===== config.mk =====
export PLATFORM = sky130hd
export DESIGN_NAME = hart_irq_ctrl
export DESIGN_NICKNAME = d
export VERILOG_FILES = /design/src/design/hart_irq_pkg.sv /design/src/design/soc_map_pkg.sv /design/src/design/clint_timer.sv /design/src/design/debug_req_gate.sv /design/src/design/hart_irq_ctrl.sv /design/src/design/hart_irq_router.sv
export SDC_FILE = /design/constraint.sdc
export NUM_CORES = 1
export LEC_CHECK = 0
export BUFFER_PORTS_ARGS = -buffer_cell sky130_fd_sc_hd__buf_2
export CAP_MARGIN = 20
export CORE_MARGIN = 10
export CORE_UTILIZATION = 45
export CTS_CLUSTER_DIAMETER = 120
export DETAILED_ROUTE_END_ITERATION = 10
export MAX_ROUTING_LAYER = met4
export PLACE_DENSITY = 0.65
export SLEW_MARGIN = 20
export SYNTH_ARGS = -nofsm -noshare
export SYNTH_HDL_FRONTEND = slang
export SYNTH_SLANG_ARGS = --single-unit

===== constraint.sdc =====
create_clock -name clk_i -period 3 [get_ports clk_i]
set_input_delay 0 -clock clk_i [delete_from_list [all_inputs] [get_ports clk_i]]
set_output_delay 0 -clock clk_i [all_outputs]
set_load 0.05 [all_outputs]

===== src/design/hart_irq_pkg.sv =====
// hart interrupt struct, interrupt cause enum and default debug hold-off delay

package hart_irq_pkg;

  // number of external interrupt lines into the hart
  localparam int unsigned NrExtIrq = 2;

  // cycles the debug request is held off after reset
  // long enough for the boot code to set up a0/a1
  localparam int unsigned DefaultDelayCycles = 500;

  // ------------------------------
  // interrupt word seen by the hart
  // ------------------------------
  typedef struct packed {
    logic                debug;
    logic [NrExtIrq-1:0] ext;
    logic                sw;
    logic                timer;
  } hart_irq_t;

  // ------------------------------
  // pending cause
  // ------------------------------
  // listed from lowest to highest priority
  typedef enum logic [2:0] {
    CAUSE_NONE  = 3'd0,
    CAUSE_TIMER = 3'd1,
    CAUSE_SW    = 3'd2,
    CAUSE_EXT   = 3'd3,
    CAUSE_DEBUG = 3'd4
  } irq_cause_e;

endpackage


===== src/design/soc_map_pkg.sv =====
// register map offsets, bus widths, opcode and response enums, request and response structs

package soc_map_pkg;

  // ------------------------------
  // widths
  // ------------------------------
  localparam int unsigned AddrWidth = 16;
  localparam int unsigned DataWidth = 64;

  // byte offset inside the timer block
  typedef logic [AddrWidth-1:0] reg_addr_t;

  // full 64 bit register word
  typedef logic [DataWidth-1:0] reg_data_t;

  // ------------------------------
  // opcodes and response codes
  // ------------------------------
  // OP_NOP marks an idle bus cycle
  typedef enum logic [1:0] {
    OP_NOP   = 2'd0,
    OP_READ  = 2'd1,
    OP_WRITE = 2'd2
  } reg_op_e;

  typedef enum logic {
    RESP_OK  = 1'b0,
    RESP_ERR = 1'b1
  } reg_resp_e;

  // ------------------------------
  // bus structs
  // ------------------------------
  // request, sampled in the cycle it is presented
  typedef struct packed {
    reg_op_e   op;
    reg_addr_t addr;
    reg_data_t wdata;
  } reg_req_t;

  // response, valid for a single cycle
  typedef struct packed {
    logic      valid;
    reg_resp_e resp;
    reg_data_t rdata;
  } reg_rsp_t;

  // ------------------------------
  // register offsets
  // ------------------------------
  localparam reg_addr_t MsipOffset     = 16'h0000;
  localparam reg_addr_t MtimecmpOffset = 16'h4000;
  localparam reg_addr_t MtimeOffset    = 16'hBFF8;

endpackage


===== src/design/clint_timer.sv =====
// machine timer, timer compare, software interrupt bit and their register access

`timescale 1ns/1ps

module clint_timer (
  input  logic                  clk_i,
  input  logic                  ndmreset_n,
  input  logic                  rtc_i,
  input  soc_map_pkg::reg_req_t reg_req_i,
  output soc_map_pkg::reg_rsp_t reg_rsp_o,
  output logic                  timer_irq_o,
  output logic                  msip_o
);

  soc_map_pkg::reg_data_t mtime_q;
  soc_map_pkg::reg_data_t mtimecmp_q;
  logic                   msip_q;

  logic [1:0] rtc_sync_q;
  logic       rtc_prev_q;
  logic       rtc_div_q;
  logic       rtc_rise;
  logic       mtime_tick;

  logic is_read;
  logic is_write;
  logic hit_msip;
  logic hit_cmp;
  logic hit_time;
  logic hit_any;

  soc_map_pkg::reg_rsp_t rsp_d;
  soc_map_pkg::reg_rsp_t rsp_q;

  // ------------------------------
  // rtc edge detect and divide
  // ------------------------------
  // rtc is a slow async level, sampled on clk_i
  assign rtc_rise   = rtc_sync_q[1] & ~rtc_prev_q;
  // count on every second rising edge
  assign mtime_tick = rtc_rise & rtc_div_q;

  always_ff @(posedge clk_i or negedge ndmreset_n) begin
    if (!ndmreset_n) begin
      rtc_sync_q <= '0;
      rtc_prev_q <= 1'b0;
      rtc_div_q  <= 1'b0;
    end else begin
      rtc_sync_q <= {rtc_sync_q[0], rtc_i};
      rtc_prev_q <= rtc_sync_q[1];
      if (rtc_rise) begin
        rtc_div_q <= ~rtc_div_q;
      end
    end
  end

  // ------------------------------
  // address decode
  // ------------------------------
  assign is_read  = (reg_req_i.op == soc_map_pkg::OP_READ);
  assign is_write = (reg_req_i.op == soc_map_pkg::OP_WRITE);
  assign hit_msip = (reg_req_i.addr == soc_map_pkg::MsipOffset);
  assign hit_cmp  = (reg_req_i.addr == soc_map_pkg::MtimecmpOffset);
  assign hit_time = (reg_req_i.addr == soc_map_pkg::MtimeOffset);
  assign hit_any  = hit_msip | hit_cmp | hit_time;

  always_comb begin
    rsp_d       = '0;
    rsp_d.valid = (reg_req_i.op != soc_map_pkg::OP_NOP);
    rsp_d.resp  = soc_map_pkg::RESP_OK;
    if (is_read && hit_msip) begin
      rsp_d.rdata = {63'd0, msip_q};
    end else if (is_read && hit_cmp) begin
      rsp_d.rdata = mtimecmp_q;
    end else if (is_read && hit_time) begin
      rsp_d.rdata = mtime_q;
    end
    // undecoded offset or unknown opcode
    if (rsp_d.valid && (!hit_any || !(is_read || is_write))) begin
      rsp_d.resp  = soc_map_pkg::RESP_ERR;
      rsp_d.rdata = '0;
    end
  end

  // ------------------------------
  // registers
  // ------------------------------
  always_ff @(posedge clk_i or negedge ndmreset_n) begin
    if (!ndmreset_n) begin
      mtime_q    <= '0;
      mtimecmp_q <= '1;
      msip_q     <= 1'b0;
      rsp_q      <= '0;
    end else begin
      rsp_q <= rsp_d;
      // a bus write wins over the rtc increment
      if (is_write && hit_time) begin
        mtime_q <= reg_req_i.wdata;
      end else if (mtime_tick) begin
        mtime_q <= mtime_q + 64'd1;
      end
      if (is_write && hit_cmp) begin
        mtimecmp_q <= reg_req_i.wdata;
      end
      // only bit 0 is implemented
      if (is_write && hit_msip) begin
        msip_q <= reg_req_i.wdata[0];
      end
    end
  end

  assign reg_rsp_o   = rsp_q;
  assign timer_irq_o = (mtime_q >= mtimecmp_q);
  assign msip_o      = msip_q;

endmodule


===== src/design/debug_req_gate.sv =====
// post-reset hold-off state machine for the debug halt request

`timescale 1ns/1ps

module debug_req_gate #(
  parameter int unsigned DelayCycles = 500
) (
  input  logic clk_i,
  input  logic ndmreset_n,
  input  logic debug_req_i,
  output logic debug_req_o
);

  // at least one counter bit, even for a zero delay
  localparam int unsigned CntWidth = (DelayCycles > 0) ? $clog2(DelayCycles + 1) : 1;

  typedef enum logic {
    GATE_HOLD,
    GATE_OPEN
  } gate_state_e;

  // a zero delay opens the gate straight out of reset
  localparam gate_state_e ResetState = (DelayCycles > 0) ? GATE_HOLD : GATE_OPEN;

  gate_state_e         state_d;
  gate_state_e         state_q;
  logic [CntWidth-1:0] cnt_d;
  logic [CntWidth-1:0] cnt_q;

  // count down while holding, open once the count hits zero
  always_comb begin
    state_d = state_q;
    cnt_d   = cnt_q;
    if (state_q == GATE_HOLD) begin
      cnt_d = cnt_q - 1'b1;
      if (cnt_d == '0) begin
        state_d = GATE_OPEN;
      end
    end
  end

  always_ff @(posedge clk_i or negedge ndmreset_n) begin
    if (!ndmreset_n) begin
      state_q <= ResetState;
      cnt_q   <= CntWidth'(DelayCycles);
    end else begin
      state_q <= state_d;
      cnt_q   <= cnt_d;
    end
  end

  // boot code runs undisturbed until the gate opens
  assign debug_req_o = (state_q == GATE_OPEN) & debug_req_i;

endmodule


===== src/design/hart_irq_ctrl.sv =====
// top level joining the CLINT timer, debug request gate and hart interrupt router

`timescale 1ns/1ps

module hart_irq_ctrl #(
  parameter int unsigned DelayCycles = hart_irq_pkg::DefaultDelayCycles
) (
  input  logic                              clk_i,
  input  logic                              ndmreset_n,
  input  logic                              rtc_i,
  input  logic                              debug_req_i,
  input  logic [hart_irq_pkg::NrExtIrq-1:0] ext_irq_i,
  input  soc_map_pkg::reg_req_t             reg_req_i,
  output soc_map_pkg::reg_rsp_t             reg_rsp_o,
  output hart_irq_pkg::hart_irq_t           hart_irq_o,
  output hart_irq_pkg::irq_cause_e          cause_o
);

  logic timer_irq;
  logic msip;
  logic debug_req_gated;

  // ------------------------------
  // CLINT
  // ------------------------------
  clint_timer i_clint_timer (
    .clk_i       ( clk_i      ),
    .ndmreset_n  ( ndmreset_n ),
    .rtc_i       ( rtc_i      ),
    .reg_req_i   ( reg_req_i  ),
    .reg_rsp_o   ( reg_rsp_o  ),
    .timer_irq_o ( timer_irq  ),
    .msip_o      ( msip       )
  );

  // ------------------------------
  // debug hold-off
  // ------------------------------
  debug_req_gate #(
    .DelayCycles ( DelayCycles )
  ) i_debug_req_gate (
    .clk_i       ( clk_i           ),
    .ndmreset_n  ( ndmreset_n      ),
    .debug_req_i ( debug_req_i     ),
    .debug_req_o ( debug_req_gated )
  );

  // ------------------------------
  // routing to the hart
  // ------------------------------
  hart_irq_router i_hart_irq_router (
    .clk_i       ( clk_i           ),
    .ndmreset_n  ( ndmreset_n      ),
    .timer_irq_i ( timer_irq       ),
    .msip_i      ( msip            ),
    .debug_req_i ( debug_req_gated ),
    .ext_irq_i   ( ext_irq_i       ),
    .hart_irq_o  ( hart_irq_o      ),
    .cause_o     ( cause_o         )
  );

endmodule


===== src/design/hart_irq_router.sv =====
// external interrupt synchronizers, hart interrupt merge register and cause priority encoder

`timescale 1ns/1ps

module hart_irq_router (
  input  logic                                 clk_i,
  input  logic                                 ndmreset_n,
  input  logic                                 timer_irq_i,
  input  logic                                 msip_i,
  input  logic                                 debug_req_i,
  input  logic [hart_irq_pkg::NrExtIrq-1:0]    ext_irq_i,
  output hart_irq_pkg::hart_irq_t              hart_irq_o,
  output hart_irq_pkg::irq_cause_e             cause_o
);

  logic [1:0][hart_irq_pkg::NrExtIrq-1:0] ext_sync_q;

  hart_irq_pkg::hart_irq_t  irq_d;
  hart_irq_pkg::hart_irq_t  irq_q;
  hart_irq_pkg::irq_cause_e cause_d;
  hart_irq_pkg::irq_cause_e cause_q;

  // ------------------------------
  // external line synchronizers
  // ------------------------------
  always_ff @(posedge clk_i or negedge ndmreset_n) begin
    if (!ndmreset_n) begin
      ext_sync_q <= '0;
    end else begin
      ext_sync_q <= {ext_sync_q[0], ext_irq_i};
    end
  end

  // ------------------------------
  // merge and priority
  // ------------------------------
  always_comb begin
    irq_d.debug = debug_req_i;
    irq_d.ext   = ext_sync_q[1];
    irq_d.sw    = msip_i;
    irq_d.timer = timer_irq_i;
  end

  // debug over ext over sw over timer
  always_comb begin
    if (irq_d.debug) begin
      cause_d = hart_irq_pkg::CAUSE_DEBUG;
    end else if (|irq_d.ext) begin
      cause_d = hart_irq_pkg::CAUSE_EXT;
    end else if (irq_d.sw) begin
      cause_d = hart_irq_pkg::CAUSE_SW;
    end else if (irq_d.timer) begin
      cause_d = hart_irq_pkg::CAUSE_TIMER;
    end else begin
      cause_d = hart_irq_pkg::CAUSE_NONE;
    end
  end

  // word and cause change together, so the hart never sees a mix
  always_ff @(posedge clk_i or negedge ndmreset_n) begin
    if (!ndmreset_n) begin
      irq_q   <= '0;
      cause_q <= hart_irq_pkg::CAUSE_NONE;
    end else begin
      irq_q   <= irq_d;
      cause_q <= cause_d;
    end
  end

  assign hart_irq_o = irq_q;
  assign cause_o    = cause_q;

endmodule


==> results of run 1 <==
[worst min-delay path by stage]
stage                                        to  depth (start not counted)  slack, ns       start
finish              i_clint_timer.reg_rsp_o[49]                          2       0.12  ndmreset_n
global route        i_clint_timer.rtc_sync_q[0]                          2       0.15       rtc_i
CTS                 i_clint_timer.rtc_sync_q[0]                          2       0.11       rtc_i
detailed placement  i_clint_timer.reg_rsp_o[49]                          1        0.1  ndmreset_n
global placement    i_clint_timer.reg_rsp_o[49]                          1       0.09  ndmreset_n
floorplan                  i_clint_timer.msip_o                          0      -0.30  ndmreset_n
[worst max-delay path: stages (launching register included)]
cell and delay, ns:
dfrtp_1 0.46, ha_1 0.24, nand4b_1 0.14, or4b_4 0.55, or3_1 0.43, or2_1 0.42
nor2_2 0.18, xnor2_1 0.17, o21ai_2 0.07
[state kept, by name (all words and copies together), names as in the netlist]
name	flops
i_clint_timer.rtc_prev_q	1
i_hart_irq_router.cause_o	3
i_clint_timer.mtime_q	64
i_debug_req_gate.state_q	1
i_clint_timer.rtc_div_q	1
i_clint_timer.reg_rsp_o	66
i_hart_irq_router.hart_irq_o	4
i_debug_req_gate.cnt_q	9
i_clint_timer.rtc_sync_q	2
i_clint_timer.mtimecmp_q	64
i_hart_irq_router.ext_sync_q	4
i_clint_timer.msip_o	1
[logic make-up after synthesis]
group	share of synthesized area (%)
buffers and inverters	4.439
AO/OA/AOI/OAI	10.19
AND/OR/NAND/NOR	14.56
multiplexers	7.119
flip-flops	50.11
adder cells (fa/ha/maj)	7.848
XOR/XNOR	5.729
[report_power, final]
part           internal, mW  leakage [nW]  switching (mW)
Clock                  1.99         0.432            1.19
Combinational         0.460          3.07           0.536
Sequential             3.13          2.48           0.204
[cells in the final DEF (no fill, tap or decap), types with 5 or more instances in the layout]
| cell type | count |
|---|---|
| buf_2 | 160 |
| dfrtp_1 | 150 |
| nand2_1 | 106 |
| nor2_1 | 96 |
| inv_1 | 78 |
| dlygate4sd3_1 | 73 |
| ha_1 | 70 |
| dfstp_2 | 70 |
| mux2_2 | 67 |
| a22oi_1 | 63 |
| o21ai_0 | 61 |
| xnor2_1 | 47 |
| xor2_1 | 26 |
| nand4_1 | 25 |
| nand3_1 | 25 |
| clkbuf_16 | 25 |
| a21oi_1 | 22 |
| buf_4 | 21 |
| nor4_1 | 18 |
| and3_1 | 12 |
| nor3_1 | 11 |
| o21ai_1 | 9 |
| and4_1 | 8 |
| a21o_1 | 8 |
| clkinv_2 | 7 |
| a211oi_1 | 6 |
| nor2_4 | 5 |
| clkbuf_8 | 5 |
[cell type report]
cell class | count | area, µm²
tap | 324 | 405.4
fill | 2154 | 10330
clock buffer | 33 | 705.7
clock inverter | 12 | 162.7
multi-input combinational | 729 | 5112
sequential | 220 | 5593
timing repair buffer | 259 | 1784
antenna | 1 | 2.502
inverter | 78 | 292.8
[layer usage]
| layer | global-route usage (%) | share of wire [%] | up-vias |
|---|---|---|---|
| met1 | 25.49 | 47 | 4253 |
| met2 | 28.33 | 45 | 214 |
| met5 | - | 0 | - |
| met4 | 4.446 | 1.9 | 0 |
| li1 | - | - | 4221 |
| met3 | 3.591 | 6.1 | 37 |
[per-stage QoR]
step	hold slack (ns)	cell area (µm²)
floorplan	-0.2956	11160
global placement	0.09479	12460
detailed placement	0.09518	12460
CTS	0.1090	14060
global route	0.1534	14060
finish	0.1171	14060
[repair_timing]
item                                   in CTS  in global routing
setup endpoints to repair                   0                  0
hold buffers                               73                  0
endpoints found under the hold margin     230                  0
gates resized for setup                     0                  0
==> results.cfg, run 1 <==
[clock_tree]
cts-buffers-inserted = 25
cts_setup_buffers = 0
cts_sinks = 220
clk_pin_slew_ns = 0.06
clkLatencyLatePin_ns = 0.51
cts_tree = yes
htreeDepth = 1
clockBufferDepth = 3
clockRootBuffer = clkbuf_16

[yosys]
yosys-top-cells-count = dfrtp_1, nand2_1, nor2_1
synth_area_mm2 = 0.01116
syn_nets = 1235
synthDistinctLibCells = 55
syn_avg_cell_area_um2 = 10.36
ys_ff_latch = 220
synth-async-reset-ratio_pct = 100.0
synth_area_leaders = dfrtp_1, dfstp_2, ha_1, mux2_2, a22oi_1
synth_most_common_cell = dfrtp_1
synth_top_area_cell = dfrtp_1
netlist_instances = 1077
synth_edf_count = 0
synth_warnings = 0
synth_ff_type = dfrtp_1
synth_top_area_share_pct = 33.63
yosysSeqAreaShare_pct = 50.11

[timing]
max_freq_ghz = 0.3592
setup_violations = 0
fin_crit_ns = 2.784
slew_violations = 0
post-route-period-util_pct = 92.79
max-slew-margin-rel_pct = 49.69
rsz0062_at_grt = no
setup_ws_ns = 0.2163
tightest_slew_ns = 0.7546
setup_tns_ns = 0
finalHoldViolations = 0
worst_clock_skew_ns = 0.006667

[setup_path]
worstPathArrival_ns = 3.17
r2r-end = i_clint_timer.mtime_q[30]
reg2regPathDepth = 8
path_class = reg2reg
r2r_setup_slack_ns = 0.22
cp-start-kind = register
path_max_fanout = 7
cp.required_ns = 3.39
r2r-start = i_clint_timer.mtime_q[1]
critPathCapture = i_clint_timer.mtime_q[30]
worst_setup_path_end_kind = register
crit_start = i_clint_timer.mtime_q[1]

[place]
dpl_worst_slack_ns = 0.2200
port_buffers = 161
gp_congestion = 0.8781
post-dp-hpwl_um = 19860
placed_cells = 1537

[route]
ant_nets = 0
viasPerCell = 5.269
drtIter0Drc = 577
drc = 0
wl_per_cell_um = 17.27
drtPass1Iterations = 5
num_vias = 8725
routed_wl_um = 28610

[finish]
fin_cells = 1656
area_growth_pct = 25.96
finish.utilization_pct = 57.64
drive_above_1_share_pct = 28.70
final_nets = 1471

[floorplanning]
io_pins = 162
fp-row-count = 57
die-height_um = 177.5
start_util_pct = 45.76
dieArea_mm2 = 0.03150
die_x_um = 177.5
core_mm2 = 0.02439

[job]
cap_viol_max_count = 0

[global_route]
grt-ovfl-total = 0
grt_start_max_net_pins = 98
grt_pass1_wl_um = 47480
grtUsageTotal_pct = 18.71
grt_pass1_vias = 9058
antenna_found_initial = 1

[pwr]
peakVddDrop_v = 0.0003718
p_leak_nw = 5.977
power.total_mw = 7.505
power_density_mw_per_mm2 = 533.8

[outcome]
status = completed

[worst_hold_path]
min_path_type = in2async
Note: power is estimated with default switching activity, not from simulation.
==> run 2, diff against run 1 <==
--- a/config.mk
+++ b/config.mk
@@ -11,6 +11,7 @@
 export CORE_UTILIZATION = 45
 export CTS_CLUSTER_DIAMETER = 120
 export DETAILED_ROUTE_END_ITERATION = 10
+export HOLD_SLACK_MARGIN = 0.15
 export MAX_ROUTING_LAYER = met4
 export PLACE_DENSITY = 0.65
 export SLEW_MARGIN = 20
==> run 2 against run 1 <==
  * Register-to-register slack barely moved
  * Design area up 0.36%
  * Routed wire length up 0.60%
  * Clock skew barely moved
  * Largest cell class unchanged
  * Sequential cell count is the same
  * Die area stayed put
==> results.cfg, run 2 (synthesized netlist as in run 1, its figures left out) <==
[timing]
worst_clock_skew_ns = 0.006331
rsz0062_at_grt = no
setup_tns_ns = 0
post-route-period-util_pct = 92.72
fin_crit_ns = 2.782
max_freq_ghz = 0.3595
setup_violations = 0
max-slew-margin-rel_pct = 54.94
slew_violations = 0
finalHoldViolations = 0
tightest_slew_ns = 0.6742

[worst_hold_path]
hold_path_depth = 2
hold_path_startpoint = ext_irq_i[1]
min_to = i_hart_irq_router.ext_sync_q[1]
min_path_type = in2reg

[clock_tree]
clk_pin_slew_ns = 0.06
clockBufferDepth = 3
clockRootBuffer = clkbuf_16
htreeDepth = 1
cts-buffers-inserted = 25
clkLatencyLatePin_ns = 0.51
cts_tree = yes
cts_resized = 0
cts_sinks = 220

[pwr]
power.total_mw = 7.520
peakVddDrop_v = 0.0003717
power_density_mw_per_mm2 = 533.0
p_leak_nw = 6.002

[finish]
largest_reg_flops = 66
final_common_cell = buf_2
final_nets = 1475
fin_cells = 1660
drive_above_1_share_pct = 28.69
area_growth_pct = 26.41
most-common-layout-cells = buf_2, dfrtp_1, nand2_1, nor2_1, inv_1

[setup_path]
path_class = reg2reg
path_max_fanout = 7
r2r_setup_slack_ns = 0.22
cp.required_ns = 3.39
cp-start-kind = register
worst_setup_path_end_kind = register
r2r-end = i_clint_timer.mtime_q[30]
r2r-start = i_clint_timer.mtime_q[1]
reg2regPathDepth = 8
worstPathArrival_ns = 3.17

[floorplanning]
fp-row-count = 57
io_pins = 162
die-height_um = 177.5
die_x_um = 177.5
core_mm2 = 0.02439
dieArea_mm2 = 0.03150
start_util_pct = 45.76

[global_route]
grt_pass1_wl_um = 47710
grtUsageTotal_pct = 18.84
grt_start_max_net_pins = 71
grt_pass1_vias = 9096
antenna_found_initial = 1
grt-ovfl-total = 0

[route]
num_vias = 8738
drc = 0
wl_per_cell_um = 17.34
drtPass1Iterations = 5
routed_wl_um = 28780
viasPerCell = 5.264
drtIter0Drc = 565
ant_nets = 0

[job]
cap_viol_max_count = 0

[outcome]
status = completed

[place]
placed_cells = 1537
gp_congestion = 0.8781
port_buffers = 161
post-dp-hpwl_um = 19860
==> run 2: changes by cell type in the layout (fill, tap and decap cells not counted) <==
| cell | delta |
|---|---|
| dlygate4sd3_1 | +3 |
| buf_12 | +1 |
==> run 2: repair_timing <==
| action | in CTS | in global routing |
|---|---|---|
| hold endpoints to repair | 306 | 0 |
| buffers inserted | 0 | 0 |
| hold buffers | 77 | 0 |
| endpoints found under the setup margin | 0 | 0 |
==> run 2: worst max path at each step <==
stage               depth (start not counted)  slack, ns                      from                   endpoint
floorplan                                  10       0.37  i_clint_timer.mtime_q[0]  i_clint_timer.mtime_q[30]
detailed placement                          8       0.22  i_clint_timer.mtime_q[1]  i_clint_timer.mtime_q[30]
finish                                      8       0.22  i_clint_timer.mtime_q[1]  i_clint_timer.mtime_q[30]
global route                                8       0.05  i_clint_timer.mtime_q[1]  i_clint_timer.mtime_q[30]
CTS                                         8       0.20  i_clint_timer.mtime_q[1]  i_clint_timer.mtime_q[30]
global placement                            8       0.32  i_clint_timer.mtime_q[1]  i_clint_timer.mtime_q[30]
==> run 2: worst max-delay path, stage by stage, from the launching register on <==
cell and delay (ns):
dfrtp_1 0.46, ha_1 0.24, nand4b_1 0.14, or4b_4 0.55, or3_1 0.43, or2_1 0.42
nor2_2 0.18, xnor2_1 0.17, o21ai_2 0.07
==> run 2: metal layers <==
metal / global-route usage, % / routed length [µm] / vias up
li1: - / - / 4229
met1: 25.59 / 13570 / 4267
met2: 28.76 / 12990 / 205
met3: 3.421 / 1669 / 37
met4: 4.446 / 549 / 0
met5: - / 0 / -
==> run 2: layout make-up <==
| class | instances | area (µm²) |
|---|---|---|
| Clock inverter | 12 | 162.7 |
| Timing Repair Buffer | 263 | 1834 |
| Antenna cell | 1 | 2.502 |
| Inverter | 78 | 292.8 |
| Clock buffer | 33 | 705.7 |
| Multi-Input combinational cell | 729 | 5112 |
| Sequential cell | 220 | 5593 |
| Fill cell | 2150 | 10280 |
| Tap cell | 324 | 405.4 |
==> run 2: through the flow <==
step / util [%] / setup WS, ns / hold slack [ns] / area (µm²)
finish: 57.84 / 0.2184 / 0.1706 / 14110
global route: 57.84 / 0.04815 / 0.1606 / 14110
CTS: 57.83 / 0.1972 / 0.1509 / 14110
detailed placement: 51.07 / 0.2200 / 0.09518 / 12460
global placement: 51.07 / 0.3206 / 0.09479 / 12460
floorplan: - / 0.3668 / -0.2956 / 11160
==> run 2: where the power goes <==
group,switching [mW],internal [mW]
combinational,0.539,0.465
clock,1.20,1.99
sequential,0.204,3.13
==> run 3, diff against run 2 <==
--- a/config.mk
+++ b/config.mk
@@ -5,6 +5,7 @@
 export SDC_FILE = /design/constraint.sdc
 export NUM_CORES = 1
 export LEC_CHECK = 0
+export ABC_AREA = 1
 export BUFFER_PORTS_ARGS = -buffer_cell sky130_fd_sc_hd__buf_2
 export CAP_MARGIN = 20
 export CORE_MARGIN = 10
@@ -13,7 +14,6 @@
 export DETAILED_ROUTE_END_ITERATION = 10
 export HOLD_SLACK_MARGIN = 0.15
 export MAX_ROUTING_LAYER = met4
-export PLACE_DENSITY = 0.65
 export SLEW_MARGIN = 20
 export SYNTH_ARGS = -nofsm -noshare
 export SYNTH_HDL_FRONTEND = slang
==> run 3 against run 2 <==
  * Power is 5.2% lower
  * Via count is 34% higher
  * Sequential share of layout area is 4.2 points lower
  * Clock skew is 0.0026 ns higher
  * Fmax is 3.5% higher
  * Sequential cell count stayed put
  * Combinational power is 31% lower
  * Clock-buffer cell count is 4 higher
  * Largest cell class is now multi-input gates
==> results.cfg, run 3 <==
[route]
ant_nets = 0
viasPerCell = 5.177
wl_per_cell_um = 17.62
num_vias = 11732
drc = 0
drtIter0Drc = 989
drtPass1Iterations = 5
routed_wl_um = 39940

[yosys]
ys_ff_latch = 220
syn_nets = 1785
synth_top_family_by_area = simple AND/OR/NAND/NOR gates
synth_area_mm2 = 0.01280
synth-async-reset-ratio_pct = 100.0
netlist_instances = 1627
synth-xor-area-share_pct = 4.241
synth_top_area_cell = dfrtp_1
synth_most_common_cell = nand2_1
synthSimpleGateAreaFrac_pct = 24.68
synthMuxAreaShare_pct = 0
synth_top_area_share_pct = 29.32
synth_area_leaders = dfrtp_1, dfstp_2, nand2_1, inv_1, ha_1
yosys-top-cells-count = nand2_1, inv_1, dfrtp_1
yosys.area_share.adder_pct = 6.841
synthDistinctLibCells = 42
syn_avg_cell_area_um2 = 7.869
synth_ff_type = dfrtp_1
synth_warnings = 0
synth_edf_count = 0
synth-compound-area-share_pct = 10.17
yosysSeqAreaShare_pct = 43.68

[place]
gp_congestion = 0.9402
dpl_worst_slack_ns = 0.4303
postPlaceCellArea_mm2 = 0.01396
port_buffers = 161
post-dp-hpwl_um = 28870

[pwr]
internal_power_mw = 5.343
p_sw_mw = 1.786
combPwrFrac_pct = 9.7
p_sw_share_pct = 25.06
p_leak_nw = 7.679
power.share.sequential_pct = 43.8
power_frac_clock_pct = 46.5
power_density_mw_per_mm2 = 451.5
peakVddDrop_v = 0.0003740

[clock_tree]
cts_tree = yes
clockRootBuffer = clkbuf_16
cts_setup_buffers = 0
cts-buffers-inserted = 26
clockBufferDepth = 3
cts_sinks = 220
htreeDepth = 1
cts_resized = 0
clk_pin_slew_ns = 0.06
clkLatencyLatePin_ns = 0.53

[setup_path]
path_class = in2reg
worst_setup_path_end_kind = register
cp.required_ns = 3.46
path_max_fanout = 4
worstPathArrival_ns = 3.15
cp-start-kind = input pin

[timing]
max_freq_ghz = 0.3722
post-route-period-util_pct = 89.56
worst_clock_skew_ns = 0.008895
max-slew-margin-rel_pct = 31.87
setup_violations = 0
hold_slack_ns = 0.1886
setup_ws_ns = 0.3132
slew_violations = 0
finalHoldViolations = 0
setup_tns_ns = 0
tightest_slew_ns = 1.022
rsz0062_at_grt = no
fin_crit_ns = 2.687

[finish]
drive_above_1_share_pct = 17.53
multi_input_area_mm2 = 0.005887
finish.utilization_pct = 56.53
area_growth_pct = 23.33
final_nets = 2026
final_common_cell = nand2_1
most-common-layout-cells = nand2_1, inv_1, buf_2, dfrtp_1, nor2_1
largest_reg_flops = 66
fillCellCount = 2653
diodes = 0
seqCellArea_mm2 = 0.005593
stdcell_area_mm2 = 0.01579

[global_route]
grt_pass1_wl_um = 65470
grt-ovfl-total = 0
grt_pass1_vias = 11901
grtUsageTotal_pct = 23.13
grt_start_max_net_pins = 99
antenna_found_initial = 0

[floorplanning]
dieArea_mm2 = 0.03560
io_pins = 162
start_util_pct = 45.83
die_x_um = 188.7
die-height_um = 188.7
core_mm2 = 0.02793
fp-row-count = 61

[outcome]
status = completed

[job]
cap_viol_max_count = 0

[worst_hold_path]
min_path_type = in2async
## run 3: changes by cell type after synthesis, sizes merged, moves of 14 or more
cell    previous run  this run
buf                8        39
nand2            106       443
nand3             26        78
xor2              26        58
o22ai              0        46
nor3              12        47
xnor2             47         4
a22oi             63        10
inv               78       279
nor4              20         6
o221ai             0        27
clkbuf            42        17
mux2              67         0
## run 3: cells by family (layout without fill, tap and decap cells)
group,Yosys count,count (layout)
buffers and inverters,335,596
adder cells (fa/ha/maj),70,70
AND/OR/NAND/NOR,729,729
XOR/XNOR,62,62
flip-flops,220,220
AO/OA/AOI/OAI,211,211
## run 3: stage by stage
stage | std cells | power [mW]
global placement | 2128 | 3.766
finish | 2266 | 7.129
floorplan | 1627 | 3.491
global route | 2266 | 7.445
CTS | 2266 | 7.204
detailed placement | 2128 | 3.772
## run 3: timing repair
action / 4_1_cts / 5_1_grt
hold endpoints to repair: 312 / 0
hold buffers: 90 / 0
endpoints found under the setup margin: 0 / 0
## run 3: worst paths after layout
kind,start,end,slack (ns),cells past startpoint
hold / removal,ndmreset_n,i_debug_req_gate.cnt_q[2],0.19,2
setup / recovery,reg_req_i[67],i_clint_timer.msip_o,0.31,10
hold reg to reg,i_hart_irq_router.ext_sync_q[1],i_hart_irq_router.ext_sync_q[3],0.35,0
setup reg to reg,i_clint_timer.mtimecmp_q[63],i_hart_irq_router.cause_o[0],0.37,10
max in group asynchronous,ndmreset_n,i_clint_timer.mtimecmp_q[56],2.22,3
min in group clk_i,reg_req_i[56],i_clint_timer.mtimecmp_q[56],0.24,4
## run 3: layout make-up
cell class	instances	share of cell area, %
Clock buffer	37	4.897
Clock inverter	11	0.8558
Multi-Input combinational cell	1072	37.28
Timing Repair Buffer	269	11.92
Sequential cell	220	35.42
Tap cell	378	2.995
Inverter	279	6.632
## run 3: power by group through the flow
| stage | combinational, mW | sequential [mW] | clock [mW] |
|---|---|---|---|
| global placement | 0.598 | 3.17 | 0 |
| global route | 0.783 | 3.14 | 3.53 |
| floorplan | 0.334 | 3.16 | 0 |
| CTS | 0.691 | 3.12 | 3.39 |
| finish | 0.689 | 3.13 | 3.32 |
| detailed placement | 0.600 | 3.17 | 0 |
## run 3: layer usage
layer	vias up	wire [µm]	global-route usage [%]	share of wire, %
met5	-	0	-	0
met4	0	723	5.281	1.8
met3	51	2295	2.954	5.7
met2	354	18330	36.19	46
met1	5629	18590	31.42	47
li1	5698	-	-	-
## run 3: worst max-delay path, stage by stage
cell and delay (ns):
dlygate4sd3_1 0.53, buf_2 0.14, nor4_4 0.35, dlygate4sd3_1 0.59
nand3_1 0.14, nor2_1 0.17, nand2_1 0.06, dlygate4sd3_1 0.55
o21ai_0 0.07, dlygate4sd3_1 0.56
